==> src/design/ohci_defs.svh <==
// OHCI list walker defines for register offsets, reset values and the ED fetch size
`ifndef OHCI_DEFS_SVH
`define OHCI_DEFS_SVH

// APB byte offsets, decoded on paddr[7:0]
`define OHCI_REG_CONTROL         8'h04
`define OHCI_REG_PERIOD_HEAD_ED  8'h18
`define OHCI_REG_PERIOD_CUR_ED   8'h1C
`define OHCI_REG_CONTROL_HEAD_ED 8'h20
`define OHCI_REG_CONTROL_CUR_ED  8'h24
`define OHCI_REG_BULK_HEAD_ED    8'h28
`define OHCI_REG_BULK_CUR_ED     8'h2C
`define OHCI_REG_FM_INTERVAL     8'h34
`define OHCI_REG_FM_NUMBER       8'h3C
`define OHCI_REG_PERIODIC_START  8'h40

`define OHCI_HCFS_OPERATIONAL    2'b10     // HcControl.HCFS value for UsbOperational
`define OHCI_FM_INTERVAL_RST     14'd11999 // Full-speed frame in bit times
`define OHCI_PERIODIC_START_RST  14'd10799 // 90 % of the frame
`define OHCI_ED_WORDS            4         // DMA words per endpoint descriptor

`endif

==> src/design/ohci_pkg.sv <==
// OHCI list walker package with shared widths, list and FSM enums and register bundles
package ohci_pkg;

  typedef logic [27:0] ed_addr_t;   // ED pointer, address bits [31:4]
  typedef logic [31:0] dma_word_t;
  typedef logic [31:0] dma_addr_t;  // Byte address on the DMA port
  typedef logic [1:0]  cbsr_t;      // Control EDs per bulk ED, minus one
  typedef logic [13:0] frame_cnt_t; // Bit-time count
  typedef logic [15:0] frame_num_t;

  typedef enum logic [1:0] {
    LIST_PERIODIC = 2'd0,
    LIST_CONTROL  = 2'd1,
    LIST_BULK     = 2'd2
  } list_e;

  typedef enum logic [1:0] {
    LS_IDLE   = 2'd0,
    LS_SELECT = 2'd1,
    LS_FETCH  = 2'd2,
    LS_WAIT   = 2'd3
  } ls_state_e;

  // Register fields seen by the hardware
  typedef struct packed {
    logic       operational;
    logic       ple;
    logic       cle;
    logic       ble;
    cbsr_t      cbsr;
    ed_addr_t   period_head;
    ed_addr_t   control_head;
    ed_addr_t   bulk_head;
    frame_cnt_t fm_interval;
    frame_cnt_t periodic_start;
  } reg2hw_t;

  // Current-ED updates from the list service, one strobe per pointer
  typedef struct packed {
    ed_addr_t period_cur;
    logic     period_cur_we;
    ed_addr_t control_cur;
    logic     control_cur_we;
    ed_addr_t bulk_cur;
    logic     bulk_cur_we;
  } ed_cur_t;

  typedef struct packed {
    ed_cur_t    cur;
    frame_num_t frame_num;
  } hw2reg_t;

endpackage

==> src/design/ohci_ed_if.sv <==
// ED result bus from the descriptor unpacker to the list service
`timescale 1ns/1ns

interface ohci_ed_if;

  logic              valid;   // One-cycle pulse, no ready
  ohci_pkg::ed_addr_t next_ed; // NextED of the fetched descriptor
  logic              skip;    // sKip bit of word 0
  logic              empty;   // HeadP equals TailP
  ohci_pkg::list_e   list;    // List the fetch was issued for

  modport unpacker (
    output valid, next_ed, skip, empty, list
  );

  modport listservice (
    input valid, next_ed, skip, empty, list
  );

endinterface

==> src/design/ohci_regs.sv <==
// APB register file with HcControl, ED pointer and frame registers of the host controller
`timescale 1ns/1ns
`include "ohci_defs.svh"

module ohci_regs (
  input  logic              soc_clk_i,
  input  logic              rst_n_i,
  input  logic [31:0]       paddr_i,
  input  logic              psel_i,
  input  logic              penable_i,
  input  logic              pwrite_i,
  input  logic [31:0]       pwdata_i,
  output logic [31:0]       prdata_o,
  output logic              pready_o,
  output logic              pslverr_o,
  output ohci_pkg::reg2hw_t reg2hw_o,
  input  ohci_pkg::hw2reg_t hw2reg_i
);

  logic [7:0]           addr;
  logic                 wr_en;
  logic [1:0]           hcfs_q;       // Host controller functional state
  ohci_pkg::cbsr_t      cbsr_q;
  logic                 ple_q;
  logic                 cle_q;
  logic                 ble_q;
  ohci_pkg::ed_addr_t   per_head_q;
  ohci_pkg::ed_addr_t   ctl_head_q;
  ohci_pkg::ed_addr_t   blk_head_q;
  ohci_pkg::ed_addr_t   per_cur_q;
  ohci_pkg::ed_addr_t   ctl_cur_q;
  ohci_pkg::ed_addr_t   blk_cur_q;
  ohci_pkg::frame_cnt_t fm_interval_q;
  ohci_pkg::frame_cnt_t periodic_start_q;

  assign addr      = paddr_i[7:0];
  assign wr_en     = psel_i & penable_i & pwrite_i; // Access phase only
  assign pready_o  = psel_i & penable_i;            // Zero wait states
  assign pslverr_o = 1'b0;

  always_ff @(posedge soc_clk_i or negedge rst_n_i) begin
    if (!rst_n_i) begin
      hcfs_q           <= 2'b00; // UsbReset
      cbsr_q           <= '0;
      ple_q            <= 1'b0;
      cle_q            <= 1'b0;
      ble_q            <= 1'b0;
      per_head_q       <= '0;
      ctl_head_q       <= '0;
      blk_head_q       <= '0;
      per_cur_q        <= '0;
      ctl_cur_q        <= '0;
      blk_cur_q        <= '0;
      fm_interval_q    <= `OHCI_FM_INTERVAL_RST;
      periodic_start_q <= `OHCI_PERIODIC_START_RST;
    end else begin
      if (wr_en) begin
        case (addr)
          `OHCI_REG_CONTROL: begin
            cbsr_q <= pwdata_i[1:0];
            ple_q  <= pwdata_i[2];
            cle_q  <= pwdata_i[4];  // Bit 3 (IE) not implemented
            ble_q  <= pwdata_i[5];
            hcfs_q <= pwdata_i[7:6];
          end
          `OHCI_REG_PERIOD_HEAD_ED:  per_head_q       <= pwdata_i[31:4];
          `OHCI_REG_CONTROL_HEAD_ED: ctl_head_q       <= pwdata_i[31:4];
          `OHCI_REG_BULK_HEAD_ED:    blk_head_q       <= pwdata_i[31:4];
          `OHCI_REG_PERIOD_CUR_ED:   per_cur_q        <= pwdata_i[31:4];
          `OHCI_REG_CONTROL_CUR_ED:  ctl_cur_q        <= pwdata_i[31:4];
          `OHCI_REG_BULK_CUR_ED:     blk_cur_q        <= pwdata_i[31:4];
          `OHCI_REG_FM_INTERVAL:     fm_interval_q    <= pwdata_i[13:0];
          `OHCI_REG_PERIODIC_START:  periodic_start_q <= pwdata_i[13:0];
          default: ;                                  // FmNumber is read-only
        endcase
      end
      // Hardware strobes come last and win over a same-cycle APB write
      if (hw2reg_i.cur.period_cur_we)  per_cur_q <= hw2reg_i.cur.period_cur;
      if (hw2reg_i.cur.control_cur_we) ctl_cur_q <= hw2reg_i.cur.control_cur;
      if (hw2reg_i.cur.bulk_cur_we)    blk_cur_q <= hw2reg_i.cur.bulk_cur;
    end
  end

  // Read mux, valid throughout the access phase
  always_comb begin
    prdata_o = '0;
    case (addr)
      `OHCI_REG_CONTROL:         prdata_o = {24'b0, hcfs_q, ble_q, cle_q, 1'b0, ple_q, cbsr_q};
      `OHCI_REG_PERIOD_HEAD_ED:  prdata_o = {per_head_q, 4'b0};
      `OHCI_REG_CONTROL_HEAD_ED: prdata_o = {ctl_head_q, 4'b0};
      `OHCI_REG_BULK_HEAD_ED:    prdata_o = {blk_head_q, 4'b0};
      `OHCI_REG_PERIOD_CUR_ED:   prdata_o = {per_cur_q, 4'b0};
      `OHCI_REG_CONTROL_CUR_ED:  prdata_o = {ctl_cur_q, 4'b0};
      `OHCI_REG_BULK_CUR_ED:     prdata_o = {blk_cur_q, 4'b0};
      `OHCI_REG_FM_INTERVAL:     prdata_o = {18'b0, fm_interval_q};
      `OHCI_REG_FM_NUMBER:       prdata_o = {16'b0, hw2reg_i.frame_num};
      `OHCI_REG_PERIODIC_START:  prdata_o = {18'b0, periodic_start_q};
      default: ;
    endcase
  end

  assign reg2hw_o.operational    = (hcfs_q == `OHCI_HCFS_OPERATIONAL);
  assign reg2hw_o.ple            = ple_q;
  assign reg2hw_o.cle            = cle_q;
  assign reg2hw_o.ble            = ble_q;
  assign reg2hw_o.cbsr           = cbsr_q;
  assign reg2hw_o.period_head    = per_head_q;
  assign reg2hw_o.control_head   = ctl_head_q;
  assign reg2hw_o.bulk_head      = blk_head_q;
  assign reg2hw_o.fm_interval    = fm_interval_q;
  assign reg2hw_o.periodic_start = periodic_start_q;

endmodule

==> src/design/ohci_frame_timer.sv <==
// Frame timer, counts bit times down per frame and flags the periodic part
`timescale 1ns/1ns

module ohci_frame_timer (
  input  logic                 soc_clk_i,
  input  logic                 rst_n_i,
  input  logic                 run_i,            // Controller operational
  input  ohci_pkg::frame_cnt_t fm_interval_i,
  input  ohci_pkg::frame_cnt_t periodic_start_i,
  output ohci_pkg::frame_num_t frame_num_o,
  output logic                 frame_periodic_o, // 1 in the periodic part
  output logic                 frame_start_o     // Pulse at each frame boundary
);

  ohci_pkg::frame_cnt_t cnt_q;
  ohci_pkg::frame_num_t num_q;
  logic                 periodic_q;
  logic                 cnt_zero;

  assign cnt_zero = (cnt_q == '0);

  always_ff @(posedge soc_clk_i or negedge rst_n_i) begin
    if (!rst_n_i) begin
      cnt_q      <= '0; // First boundary right after start
      num_q      <= '0;
      periodic_q <= 1'b0;
    end else if (!run_i) begin
      periodic_q <= 1'b0;
    end else if (cnt_zero) begin
      cnt_q      <= fm_interval_i; // Reload for a new frame
      num_q      <= num_q + 16'd1;
      periodic_q <= 1'b0;
    end else begin
      cnt_q <= cnt_q - 14'd1;
      if (cnt_q == periodic_start_i) periodic_q <= 1'b1;
    end
  end

  assign frame_num_o      = num_q;
  assign frame_periodic_o = periodic_q;
  assign frame_start_o    = run_i & cnt_zero;

endmodule

==> src/design/ohci_listservice.sv <==
// List service FSM, picks the next ED list, fetches one ED and follows its NextED link
`timescale 1ns/1ns

module ohci_listservice (
  input  logic                soc_clk_i,
  input  logic                rst_n_i,
  input  ohci_pkg::reg2hw_t   reg2hw_i,
  output ohci_pkg::ed_cur_t   cur_o,
  input  logic                frame_periodic_i,
  input  logic                frame_start_i,
  output logic                dma_req_valid_o,
  output ohci_pkg::dma_addr_t dma_req_addr_o,
  input  logic                dma_req_ready_i,
  output ohci_pkg::list_e     req_list_o,
  ohci_ed_if.listservice      ed
);

  ohci_pkg::ls_state_e state_q, state_d;
  ohci_pkg::ed_addr_t  per_cur_q, ctl_cur_q, blk_cur_q;
  logic                per_we_q, ctl_we_q, blk_we_q;
  logic                per_done_q;   // Periodic list walked this frame
  logic [2:0]          cb_cnt_q;     // Control EDs served since last bulk ED
  ohci_pkg::ed_addr_t  req_ed_q;
  ohci_pkg::list_e     req_list_q;
  logic                per_avail, ctl_avail, blk_avail;
  logic                ctl_turn, sel_valid;
  ohci_pkg::list_e     sel_list;
  ohci_pkg::ed_addr_t  sel_ed, next_cur, res_head;
  logic                ctl_served;

  // An empty current pointer falls back to the list head
  function automatic ohci_pkg::ed_addr_t pick_ed(input ohci_pkg::ed_addr_t cur,
                                                 input ohci_pkg::ed_addr_t head);
    return (cur != '0) ? cur : head;
  endfunction

  assign per_avail = reg2hw_i.ple & frame_periodic_i & ~per_done_q
                   & ((per_cur_q != '0) | (reg2hw_i.period_head != '0));
  assign ctl_avail = reg2hw_i.cle & ((ctl_cur_q != '0) | (reg2hw_i.control_head != '0));
  assign blk_avail = reg2hw_i.ble & ((blk_cur_q != '0) | (reg2hw_i.bulk_head != '0));
  assign ctl_turn  = (cb_cnt_q <= {1'b0, reg2hw_i.cbsr});

  always_comb begin
    sel_valid = 1'b1;
    sel_list  = ohci_pkg::LIST_BULK;
    sel_ed    = pick_ed(blk_cur_q, reg2hw_i.bulk_head);
    if (per_avail) begin
      sel_list = ohci_pkg::LIST_PERIODIC;
      sel_ed   = pick_ed(per_cur_q, reg2hw_i.period_head);
    end else if (ctl_avail && (ctl_turn || !blk_avail)) begin // Bulk may hand its turn back
      sel_list = ohci_pkg::LIST_CONTROL;
      sel_ed   = pick_ed(ctl_cur_q, reg2hw_i.control_head);
    end else if (!blk_avail) begin
      sel_valid = 1'b0; // Nothing to serve
    end
  end

  // Result side, end of list wraps to the head
  always_comb begin
    case (ed.list)
      ohci_pkg::LIST_PERIODIC: res_head = reg2hw_i.period_head;
      ohci_pkg::LIST_CONTROL:  res_head = reg2hw_i.control_head;
      default:                 res_head = reg2hw_i.bulk_head;
    endcase
    next_cur = (ed.next_ed != '0) ? ed.next_ed : res_head;
  end

  // Skipped and empty control EDs count toward the ratio like any other
  assign ctl_served = ed.valid & (ed.list == ohci_pkg::LIST_CONTROL);

  always_comb begin
    state_d = state_q;
    case (state_q)
      ohci_pkg::LS_IDLE:   if (reg2hw_i.operational) state_d = ohci_pkg::LS_SELECT;
      ohci_pkg::LS_SELECT: begin
        if (!reg2hw_i.operational) state_d = ohci_pkg::LS_IDLE;
        else if (sel_valid)        state_d = ohci_pkg::LS_FETCH;
      end
      ohci_pkg::LS_FETCH:  if (dma_req_ready_i) state_d = ohci_pkg::LS_WAIT;
      default:             if (ed.valid) state_d = ohci_pkg::LS_SELECT; // LS_WAIT
    endcase
  end

  always_ff @(posedge soc_clk_i or negedge rst_n_i) begin
    if (!rst_n_i) begin
      state_q    <= ohci_pkg::LS_IDLE;
      per_cur_q  <= '0;
      ctl_cur_q  <= '0;
      blk_cur_q  <= '0;
      per_we_q   <= 1'b0;
      ctl_we_q   <= 1'b0;
      blk_we_q   <= 1'b0;
      per_done_q <= 1'b0;
      cb_cnt_q   <= '0;
      req_list_q <= ohci_pkg::LIST_PERIODIC;
    end else begin
      state_q  <= state_d;
      per_we_q <= 1'b0;
      ctl_we_q <= 1'b0;
      blk_we_q <= 1'b0;
      if (state_q == ohci_pkg::LS_SELECT && sel_valid) req_list_q <= sel_list;
      if (ed.valid) begin
        case (ed.list)
          ohci_pkg::LIST_PERIODIC: begin
            per_cur_q <= next_cur;
            per_we_q  <= 1'b1;
            if (ed.next_ed == '0) per_done_q <= 1'b1; // Once per frame
          end
          ohci_pkg::LIST_CONTROL: begin
            ctl_cur_q <= next_cur;
            ctl_we_q  <= 1'b1;
          end
          default: begin
            blk_cur_q <= next_cur;
            blk_we_q  <= 1'b1;
          end
        endcase
      end
      if (ctl_served && ctl_turn)                         cb_cnt_q <= cb_cnt_q + 3'd1;
      else if (ed.valid && ed.list == ohci_pkg::LIST_BULK) cb_cnt_q <= '0;
      // New frame restarts the periodic walk, overrides a same-cycle result
      if (frame_start_i) begin
        per_cur_q  <= reg2hw_i.period_head;
        per_we_q   <= 1'b1;
        per_done_q <= 1'b0;
      end
    end
  end

  always_ff @(posedge soc_clk_i) begin
    if (state_q == ohci_pkg::LS_SELECT && sel_valid) req_ed_q <= sel_ed;
  end

  assign dma_req_valid_o      = (state_q == ohci_pkg::LS_FETCH);
  assign dma_req_addr_o       = {req_ed_q, 4'b0};
  assign req_list_o           = req_list_q;
  assign cur_o.period_cur     = per_cur_q;
  assign cur_o.period_cur_we  = per_we_q;
  assign cur_o.control_cur    = ctl_cur_q;
  assign cur_o.control_cur_we = ctl_we_q;
  assign cur_o.bulk_cur       = blk_cur_q;
  assign cur_o.bulk_cur_we    = blk_we_q;

endmodule

==> src/design/ohci_unpack_desc.sv <==
// Descriptor unpacker, gathers the four ED words and extracts NextED, skip and empty
`timescale 1ns/1ns
`include "ohci_defs.svh"

module ohci_unpack_desc (
  input  logic               soc_clk_i,
  input  logic               rst_n_i,
  input  logic               dma_rsp_valid_i,
  input  ohci_pkg::dma_word_t dma_rsp_data_i,
  input  ohci_pkg::list_e    req_list_i,
  ohci_ed_if.unpacker        ed
);

  localparam int unsigned WordCntW = $clog2(`OHCI_ED_WORDS);

  logic [WordCntW-1:0] cnt_q;    // Word index within the ED
  logic                valid_q;
  logic                last_word;
  logic                skip_q;
  ohci_pkg::ed_addr_t  tail_q;
  ohci_pkg::ed_addr_t  head_q;
  ohci_pkg::ed_addr_t  next_q;
  ohci_pkg::list_e     list_q;

  assign last_word = dma_rsp_valid_i && (cnt_q == WordCntW'(`OHCI_ED_WORDS - 1));

  always_ff @(posedge soc_clk_i or negedge rst_n_i) begin
    if (!rst_n_i) begin
      cnt_q   <= '0;
      valid_q <= 1'b0;
    end else begin
      valid_q <= last_word; // Result one cycle after word 3
      if (dma_rsp_valid_i) cnt_q <= cnt_q + 1'b1;
    end
  end

  // Field capture, responses always arrive in word order
  always_ff @(posedge soc_clk_i) begin
    if (dma_rsp_valid_i) begin
      case (cnt_q)
        2'd0: begin
          skip_q <= dma_rsp_data_i[14];  // sKip in the endpoint control word
          list_q <= req_list_i;
        end
        2'd1:    tail_q <= dma_rsp_data_i[31:4]; // TailP
        2'd2:    head_q <= dma_rsp_data_i[31:4]; // HeadP, halt and carry bits dropped
        default: next_q <= dma_rsp_data_i[31:4]; // NextED
      endcase
    end
  end

  assign ed.valid   = valid_q;
  assign ed.next_ed = next_q;
  assign ed.skip    = skip_q;
  assign ed.empty   = (head_q == tail_q); // No TDs queued
  assign ed.list    = list_q;

endmodule

==> src/design/ohci_top.sv <==
// OHCI ED list walker top, APB registers, frame timer, list service and ED unpacker
`timescale 1ns/1ns

module ohci_top (
  input  logic                soc_clk_i,
  input  logic                rst_n_i,
  // APB slave
  input  logic [31:0]         paddr_i,
  input  logic                psel_i,
  input  logic                penable_i,
  input  logic                pwrite_i,
  input  logic [31:0]         pwdata_i,
  output logic [31:0]         prdata_o,
  output logic                pready_o,
  output logic                pslverr_o,
  // DMA read port
  output logic                dma_req_valid_o,
  output ohci_pkg::dma_addr_t dma_req_addr_o,
  input  logic                dma_req_ready_i,
  input  logic                dma_rsp_valid_i,
  input  ohci_pkg::dma_word_t dma_rsp_data_i
);

  ohci_pkg::reg2hw_t    reg2hw;
  ohci_pkg::hw2reg_t    hw2reg;
  ohci_pkg::ed_cur_t    ed_cur;         // Current-ED write-back
  ohci_pkg::frame_num_t frame_num;
  logic                 frame_periodic;
  logic                 frame_start;
  ohci_pkg::list_e      req_list;       // List of the outstanding fetch

  ohci_ed_if ed_res ();

  assign hw2reg = '{cur: ed_cur, frame_num: frame_num};

  ohci_regs i_regs (
    .soc_clk_i (soc_clk_i),
    .rst_n_i   (rst_n_i),
    .paddr_i   (paddr_i),
    .psel_i    (psel_i),
    .penable_i (penable_i),
    .pwrite_i  (pwrite_i),
    .pwdata_i  (pwdata_i),
    .prdata_o  (prdata_o),
    .pready_o  (pready_o),
    .pslverr_o (pslverr_o),
    .reg2hw_o  (reg2hw),
    .hw2reg_i  (hw2reg)
  );

  ohci_frame_timer i_frame_timer (
    .soc_clk_i        (soc_clk_i),
    .rst_n_i          (rst_n_i),
    .run_i            (reg2hw.operational),
    .fm_interval_i    (reg2hw.fm_interval),
    .periodic_start_i (reg2hw.periodic_start),
    .frame_num_o      (frame_num),
    .frame_periodic_o (frame_periodic),
    .frame_start_o    (frame_start)
  );

  ohci_listservice i_listservice (
    .soc_clk_i        (soc_clk_i),
    .rst_n_i          (rst_n_i),
    .reg2hw_i         (reg2hw),
    .cur_o            (ed_cur),
    .frame_periodic_i (frame_periodic),
    .frame_start_i    (frame_start),
    .dma_req_valid_o  (dma_req_valid_o),
    .dma_req_addr_o   (dma_req_addr_o),
    .dma_req_ready_i  (dma_req_ready_i),
    .req_list_o       (req_list),
    .ed               (ed_res.listservice)
  );

  ohci_unpack_desc i_unpack_desc (
    .soc_clk_i       (soc_clk_i),
    .rst_n_i         (rst_n_i),
    .dma_rsp_valid_i (dma_rsp_valid_i),
    .dma_rsp_data_i  (dma_rsp_data_i),
    .req_list_i      (req_list),
    .ed              (ed_res.unpacker)
  );

endmodule

==> config.mk <==
export PLATFORM = sky130hd
export DESIGN_NAME = ohci_top
export DESIGN_NICKNAME = d
export VERILOG_FILES = /design/src/design/ohci_pkg.sv /design/src/design/ohci_ed_if.sv /design/src/design/ohci_regs.sv /design/src/design/ohci_frame_timer.sv /design/src/design/ohci_listservice.sv /design/src/design/ohci_unpack_desc.sv /design/src/design/ohci_top.sv
export VERILOG_INCLUDE_DIRS = /design/src /design/src/design
export SDC_FILE = /design/constraint.sdc
export NUM_CORES = 1
export LEC_CHECK = 0
export BUFFER_PORTS_ARGS = -buffer_cell sky130_fd_sc_hd__buf_2
export CAP_MARGIN = 30
export CELL_PAD_IN_SITES_DETAIL_PLACEMENT = 1
export CELL_PAD_IN_SITES_GLOBAL_PLACEMENT = 2
export CORE_AREA = 2 2 336 238
export DETAILED_ROUTE_END_ITERATION = 12
export DIE_AREA = 0 0 338 240
export GPL_TIMING_DRIVEN = 0
export PLACE_DENSITY_LB_ADDON = 0.1
export REMOVE_ABC_BUFFERS = 1
export SLEW_MARGIN = 0
export SYNTH_ARGS = -nofsm -noshare
export SYNTH_HDL_FRONTEND = slang
export SYNTH_SLANG_ARGS = --single-unit
==> constraint.sdc <==
create_clock -name soc_clk_i -period 3 [get_ports soc_clk_i]
set_input_delay 0.15 -clock soc_clk_i [delete_from_list [all_inputs] [get_ports soc_clk_i]]
set_output_delay 0.15 -clock soc_clk_i [all_outputs]
set_load 0.03 [all_outputs]
==> run summary, run 1 <==
Crit path kind -> flip-flop to flip-flop
Outcome -> finished with violations
Final min period -> 3.024 ns
Clk sinks -> 390
Root Buffer Master -> clkbuf_16
Drt pass-1 iters -> 6
Fin cells -> 3076
VDD IR-drop max -> 0.3720 mV
Final hold slack -> 0.06155 ns
Clock buffer depth -> 3
Placed wire-length estimate -> 64990 µm
Area growth syn-to-layout -> 28.85%
Layout Skew -> 0.02227 ns
Global placer's final weighted congestion -> 0.7865
Inserted Diodes -> 0
Initial Util -> 24.84%
WP data required -> 3.30 ns
#FFs+latches synth -> 390
CTS tree -> built
Antenna-violating nets left -> 0
Worst Hold Class -> primary input to async pin
Core area -> 78010 µm²
FFs w/ async S/R, synth -> 85.13%
Register area share after synthesis -> 51.99%
Clk pin slew, worst setup/hold paths -> 0.06 ns
Final number of hold-violating endpoints -> 0
Mapped Area -> 19370 µm²
Primary FF master, synth -> dfrtp_1
Slowest stage delay, CP -> 0.49 ns
Total placed cells including tap cells -> 2903
CP max stage cell -> nor4_2
Synthesized instance count -> 1790
Critical path arrival -> 3.32 ns
Detailed Route Iter0 Violations -> 1245
Slew margin rel. -> 31.51%
DRC -> 0
Fmax -> 330.7 MHz
Die ar. -> 81120 µm²
Max-Cap Viols -> 0
Pwr/cell area -> 722.3 nW/µm²
Finish-stage setup viols -> 3
Routed WL per cell -> 29.54 µm
Die X-Extent -> 338 µm
Number of buffers created by CTS -> 46
First-pass GRT wire length -> 128900 µm
I/O Pins -> 170
Setup crit start kind -> flip-flop
Synth cell types -> 61
Initial antenna violation count -> 5
Number of warning messages in the yosys log -> 0
CP Capture Type -> flip-flop
Setup ws final -> -0.02366 ns
WL final -> 90870 µm
Fillers -> 8532
GRT Residual Overflow -> 0
Failing checks -> negative setup slack
Worst-path cell chain -> nor4_2, nand4_1, nor4_4, buf_6, buf_8, nor2_4, buf_12, a211oi_1, a211oi_2
H-tree Lvls -> 2
Skew-Pair Late Insertion Delay -> 0.60 ns
# port buffers -> 136
Layout net count -> 2096
Vias per cell -> 5.240
Post-synth EDFFs -> 58
Vias in the first global route -> 16840
WP buf/inv -> 3
# rows -> 86
Fraction of layout cells with a size suffix above 1 -> 26.49%
Synth Area per Inst -> 10.82 µm²
Final Max Tran Viols -> 0
Least-Margin Pin Slew -> 1.027 ns
P_leak -> 10.52 nW
Crit Path Max Fanout -> 30
Final period utilization -> 100.8%
Die height -> 240 µm
Vias -> 16120
Pin count of the biggest net entering global routing -> 104
RSZ-0062 raised after global routing -> true
Gr usage total -> 22.42%
CP delay by family, top -> simple AND/OR/NAND/NOR gates
-- layout by cell type (no fill, tap or decap), drive strengths merged, types with 5 or more instances in the layout --
master and instances:
o41ai 5, dfstp 19, xnor2 15, mux2 121, a22oi 26, and2 5
a222oi 20, a211oi 76, nand4 13, mux2i 136, a2111oi 48, dlygate4sd3 63
nor3 16, ha 11, inv 23, clkbuf 68, a21o 31, a21oi 52
edfxtp 58, and3 7, nor4 57, nor2 69, o21ai 191, conb 5
nand3 25, clkinv 16, xor2 18, nand2 230, buf 214, a221oi 31
dfrtp 313
-- metal layers --
| metal | track usage, % | wire [µm] | share of wire, % | vias to the layer above |
|---|---|---|---|---|
| li1 | - | - | - | 7119 |
| met1 | 34.63 | 46450 | 51 | 8478 |
| met2 | 31.68 | 37300 | 41 | 426 |
| met3 | 4.710 | 5584 | 6.1 | 92 |
| met4 | 4.512 | 1503 | 1.7 | 4 |
| met5 | 0 | 25 | 0.028 | - |
-- logic make-up after synthesis --
logic type	count (synthesis)	synth area share [%]
buffers and inverters	160	3.461
AOI/OAI and AO/OA	493	17.63
DFF	390	51.99
other	1	0.01936
xor gates and xnor gates	33	1.492
adders and majority gates	11	0.7104
and+or+nand+nor	445	10.64
muxes	257	14.06
-- synth_stat cells, types with 3 or more instances --
cell type | number | area, µm²
a22oi_1 | 26 | 195.2
clkbuf_1 | 97 | 364.1
a2111oi_2 | 17 | 255.2
and2_1 | 5 | 31.28
nor2_1 | 68 | 255.2
dfstp_2 | 19 | 499.2
dfrtp_1 | 313 | 7833
xnor2_1 | 15 | 131.4
edfxtp_1 | 58 | 1742
buf_1 | 12 | 45.04
buf_2 | 17 | 85.08
or3_1 | 3 | 18.77
ha_1 | 11 | 137.6
nor3_1 | 13 | 65.06
a221oi_2 | 4 | 60.06
a221oi_1 | 27 | 236.5
nand4_1 | 13 | 81.33
inv_1 | 23 | 86.33
o211ai_1 | 3 | 22.52
xor2_1 | 18 | 157.7
a21o_1 | 31 | 232.7
mux2i_1 | 136 | 1361
and3_1 | 7 | 43.79
a2111oi_0 | 31 | 271.5
a211oi_1 | 76 | 570.6
nand2_1 | 230 | 863.3
mux2_2 | 121 | 1363
and4_1 | 4 | 35.03
nor3_2 | 3 | 30.03
a21oi_1 | 52 | 260.3
nor4_1 | 56 | 350.3
nand3_1 | 25 | 125.1
a222oi_1 | 20 | 200.2
o21ai_0 | 190 | 950.9
and4b_1 | 3 | 30.03
o41ai_1 | 3 | 26.28
buf_4 | 9 | 67.56
-- layout make-up --
cell class                 count  area [µm²]  share of cell area (%)
clock buffer                  68        1419                   5.684
clock inverter                18       132.6                  0.5313
inverter                      23       86.33                  0.3458
multi-input combinational   1244        9270                   37.13
sequential                   390       10090                   40.43
tap                         1056        1321                   5.293
timing repair buffer         277        2643                   10.59
-- what timing repair did --
| action | 4_1_cts | 5_1_grt |
|---|---|---|
| endpoints found under the hold margin | 463 | 0 |
| hold buffers | 63 | 0 |
| cloned | 0 | 0 |
| pin swaps | 11 | 16 |
| endpoints found under the setup margin | 112 | 48 |
| buffers inserted | 17 | 7 |
| resized for setup | 52 | 34 |
-- worst paths after layout --
path	endpoint	slack, ns	start	depth (start not counted)
max	i_listservice.req_ed_q[4]	-0.02	i_listservice.per_cur_q[7]	9
min	i_regs.ctl_cur_q[9]	0.06	rst_n_i	2
max reg2reg	i_listservice.req_ed_q[4]	-0.02	i_listservice.per_cur_q[7]	9
min reg2reg	i_unpack_desc.ed.list[1]	0.46	i_listservice.req_list_o[1]	0
max in group asynchronous	i_listservice.ctl_we_q	1.48	rst_n_i	4
min in group soc_clk_i	i_unpack_desc.ed.next_ed[0]	0.26	dma_rsp_data_i[4]	2
-- where the power goes --
group / switching (mW) / internal (mW)
Clock: 2.45 / 3.44
Sequential: 1.74 / 6.72
Combinational: 2.06 / 1.62
-- through the flow --
stage	worst slack [ns]	total power [mW]	area, µm²	utilization, %	setup TNS (ns)
floorplan	-1.807	9.785	18810	-	-85.04
global placement	-7.575	11.54	20810	26.67	-3264.47
detailed placement	-1.293	11.80	22050	28.26	-78.09
CTS	0.01547	18.06	24720	31.68	0
global route	-0.1206	19.04	24960	32.00	-0.7214
finish	-0.02366	18.03	24960	32.00	-0.03479
(Power assumes the default switching activity.)
==> inputs of run 2 (changes only) <==
--- a/config.mk
+++ b/config.mk
@@ -6,7 +6,7 @@
 export SDC_FILE = /design/constraint.sdc
 export NUM_CORES = 1
 export LEC_CHECK = 0
-export BUFFER_PORTS_ARGS = -buffer_cell sky130_fd_sc_hd__buf_2
+export BUFFER_PORTS_ARGS = -buffer_cell sky130_fd_sc_hd__buf_4
 export CAP_MARGIN = 30
 export CELL_PAD_IN_SITES_DETAIL_PLACEMENT = 1
 export CELL_PAD_IN_SITES_GLOBAL_PLACEMENT = 2
@@ -16,6 +16,7 @@
 export GPL_TIMING_DRIVEN = 0
 export PLACE_DENSITY_LB_ADDON = 0.1
 export REMOVE_ABC_BUFFERS = 1
+export SETUP_SLACK_MARGIN = 0.3
 export SLEW_MARGIN = 0
 export SYNTH_ARGS = -nofsm -noshare
 export SYNTH_HDL_FRONTEND = slang
==> constraint.sdc (replaced) <==
create_clock -name soc_clk_i -period 2.85 [get_ports soc_clk_i]
set_input_delay 0.1425 -clock soc_clk_i [delete_from_list [all_inputs] [get_ports soc_clk_i]]
set_output_delay 0.1425 -clock soc_clk_i [all_outputs]
set_load 0.03 [all_outputs]
==> run 2 against run 1 <==
Compared with the run above:
- the run still ends with negative setup slack left
- highest routed layer unchanged
- first-iteration DRC count is 12% higher
- final area is 8.0% higher
- fmax is 2.3% higher
- clock skew is 0.0015 ns higher
- die area stayed put
- cell count is 2.5% higher
- largest power group unchanged
- sequential power is 6.5% higher
- flip-flop and latch count stayed put
==> run summary, run 2 (synthesis gave the netlist of run 1 again) <==
Outcome -> finished with violations (unchanged)
Failing checks -> negative setup slack (unchanged)
Routed WL per cell -> 30.28 µm (was 29.54 µm)
Die ar. -> 81120 µm² (unchanged)
Antenna-violating nets left -> 0 (unchanged)
Setup crit start kind -> flip-flop (unchanged)
P_leak -> 11.21 nW (was 10.52 nW)
Max-Cap Viols -> 0 (unchanged)
Layer with the highest usage -> met1 (unchanged)
Final min period -> 2.955 ns (was 3.024 ns)
Skew-Pair Late Insertion Delay -> 0.61 ns (was 0.60 ns)
WP data required -> 3.15 ns (was 3.30 ns)
Worst R2R Path Depth -> 11 (was 9)
Fin util -> 34.55% (was 32.00%)
Slowest stage delay, CP -> 0.45 ns (was 0.49 ns)
# port buffers -> 136 (unchanged)
Global placer's final weighted congestion -> 0.7960 (was 0.7865)
Dpl cell area -> 22370 µm² (was 22050 µm²)
Die X-Extent -> 338 µm (unchanged)
VDD IR-drop max -> 0.3734 mV (was 0.3720 mV)
Die height -> 240 µm (unchanged)
GRT Residual Overflow -> 0 (unchanged)
RSZ-0062 raised after global routing -> true (unchanged)
Initial antenna violation count -> 3 (was 5)
H-tree Lvls -> 2 (unchanged)
Final period utilization -> 103.7% (was 100.8%)
Total placed cells including tap cells -> 2903 (unchanged)
Initial Util -> 24.84% (unchanged)
Worst Hold Class -> primary input to async pin (unchanged)
First-pass GRT wire length -> 134100 µm (was 128900 µm)
Clk pin slew, worst setup/hold paths -> 0.06 ns (about the same)
Fmax -> 338.4 MHz (was 330.7 MHz)
Critical path arrival -> 3.26 ns (was 3.32 ns)
Slew margin rel. -> 36.53% (was 31.51%)
R2R Path End -> i_listservice.req_ed_q[26] (was i_listservice.req_ed_q[4])
Commonest non-fill, non-tap cells in the layout -> 287 x dfrtp_1, 226 x nand2_1, 189 x o21ai_0 (was 300 x dfrtp_1, 227 x nand2_1, 190 x o21ai_0)
CP max stage cell -> dfrtp_2 (was nor4_2)
Drt pass-1 iters -> 7 (was 6)
CP Capture Type -> flip-flop (unchanged)
Root Buffer Master -> clkbuf_16 (unchanged)
Number of buffers created by CTS -> 47 (was 46)
Vias per cell -> 5.308 (was 5.240)
Fin cells -> 3152 (was 3076)
Final number of hold-violating endpoints -> 0 (unchanged)
Clock buffer depth -> 3 (unchanged)
Area growth syn-to-layout -> 39.13% (was 28.85%)
I/O Pins -> 170 (unchanged)
Met2 usage -> 33.25% (was 31.68%)
Leading cell type in the layout, fill and taps excluded -> dfrtp_1 (unchanged)
Layout Skew -> 0.02380 ns (was 0.02227 ns)
Placed wire-length estimate -> 65260 µm (was 64990 µm)
Met1 GRT Util -> 37.00% (was 34.63%)
DRC -> 0 (unchanged)
Detailed Route Iter0 Violations -> 1400 (was 1245)
Fraction of layout cells with a size suffix above 1 -> 31.76% (was 26.49%)
Finish-stage setup viols -> 20 (was 3)
Gr usage total -> 23.42% (was 22.42%)
Met3 usage -> 3.484% (was 4.710%)
# rows -> 86 (unchanged)
Crit path kind -> flip-flop to flip-flop (unchanged)
R2R Setup Slk -> -0.11 ns (was -0.02 ns)
Vias -> 16730 (was 16120)
Core area -> 78010 µm² (unchanged)
Pwr/cell area -> 718.4 nW/µm² (was 722.3 nW/µm²)
Worst slack at placement -> -1.424 ns (was -1.293 ns)
CTS tree -> built (unchanged)
Post-Layout Inst Area -> 26960 µm² (was 24960 µm²)
Crit Path Max Fanout -> 4 (was 30)
WL final -> 95460 µm (was 90870 µm)
Final Max Tran Viols -> 0 (unchanged)
Vias in the first global route -> 17110 (was 16840)
Reg-to-Reg Start -> i_regs.blk_head_q[25] (was i_listservice.per_cur_q[7])
Worst-path cell chain -> nor4_4, nand4_1, o41ai_4, buf_4, o21bai_4, buf_12, buf_12, buf_6, buf_6, a2111oi_4, a211oi_2 (was nor4_2, nand4_1, nor4_4, buf_6, buf_8, nor2_4, buf_12, a211oi_1, a211oi_2)
Least-Margin Pin Slew -> 0.9280 ns (was 1.027 ns)
Clk sinks -> 390 (unchanged)
Setup ws final -> -0.1052 ns (was -0.02366 ns)
Layout net count -> 2170 (was 2096)
Pin count of the biggest net entering global routing -> 100 (was 104)
==> run 2: cell types whose count changed in the layout (fill, tap and decap cells not counted), sizes merged <==
cell	change
buf	+69
bufinv	-1
clkbuf	+14
clkinv	-8
diode	+2
==> run 2: layout make-up <==
type	count	area, µm²
Antenna cell	2	5.005
Inverter	23	86.33
Clock inverter	9	70.07
Clock buffer	78	1415
Sequential cell	390	10110
Tap cell	1056	1321
Fill cell	8410	51060
Multi-Input combinational cell	1244	10000
Timing Repair Buffer	350	3946
==> run 2: per-layer routing <==
layer	wire, µm	vias to the layer above
met1	49490	8888
met3	5086	95
met5	13	-
li1	-	7299
met4	1547	2
met2	39320	447
==> run 2: report_power, final <==
group          internal, mW  switching (mW)  total (mW)
Sequential             7.08            1.93        9.01
Combinational          1.97            2.32        4.29
Clock                  3.46            2.60        6.06
Total                  12.5            6.85        19.4
==> run 2: worst max-delay path, delay by kind of cell, from the launching register on <==
kind	cells	cell delay, ns
compound gates	4	0.69
flops	1	0.45
buf+inv	5	0.75
simple gates	2	0.75
==> run 2: per-stage QoR <==
stage               hold WS [ns]   TNS, ns  power [mW]
floorplan                -0.1531   -109.77       10.30
global placement          0.3225  -2127.78       12.19
detailed placement        0.1152   -102.85       12.45
CTS                      0.09795    -1.420       19.26
global route              0.1180    -2.897       20.37
finish                   0.07692   -0.8442       19.37
==> run 2: how the worst max path moves through the flow <==
stage	start	to	slack, ns
final	i_regs.blk_head_q[25]	i_listservice.req_ed_q[26]	-0.11
after global routing	i_listservice.blk_cur_q[26]	i_listservice.req_ed_q[26]	-0.20
after CTS	i_regs.blk_head_q[4]	i_listservice.req_ed_q[26]	-0.16
after detailed placement	i_regs.ctl_head_q[25]	i_listservice.req_ed_q[4]	-1.42
after global placement	paddr_i[1]	i_regs.blk_cur_q[11]	-7.56
after floorplan	i_unpack_desc.ed.list[0]	i_listservice.per_cur_q[0]	-1.96
==> run 2: what timing repair did <==
action / 4_1_cts / 5_1_grt
hold buffers: 63 / 0
cloned: 9 / 3
setup endpoints to repair: 226 / 97
buffers inserted: 64 / 21
pin swaps: 76 / 21
resized for setup: 193 / 59
endpoints found under the hold margin: 325 / 0
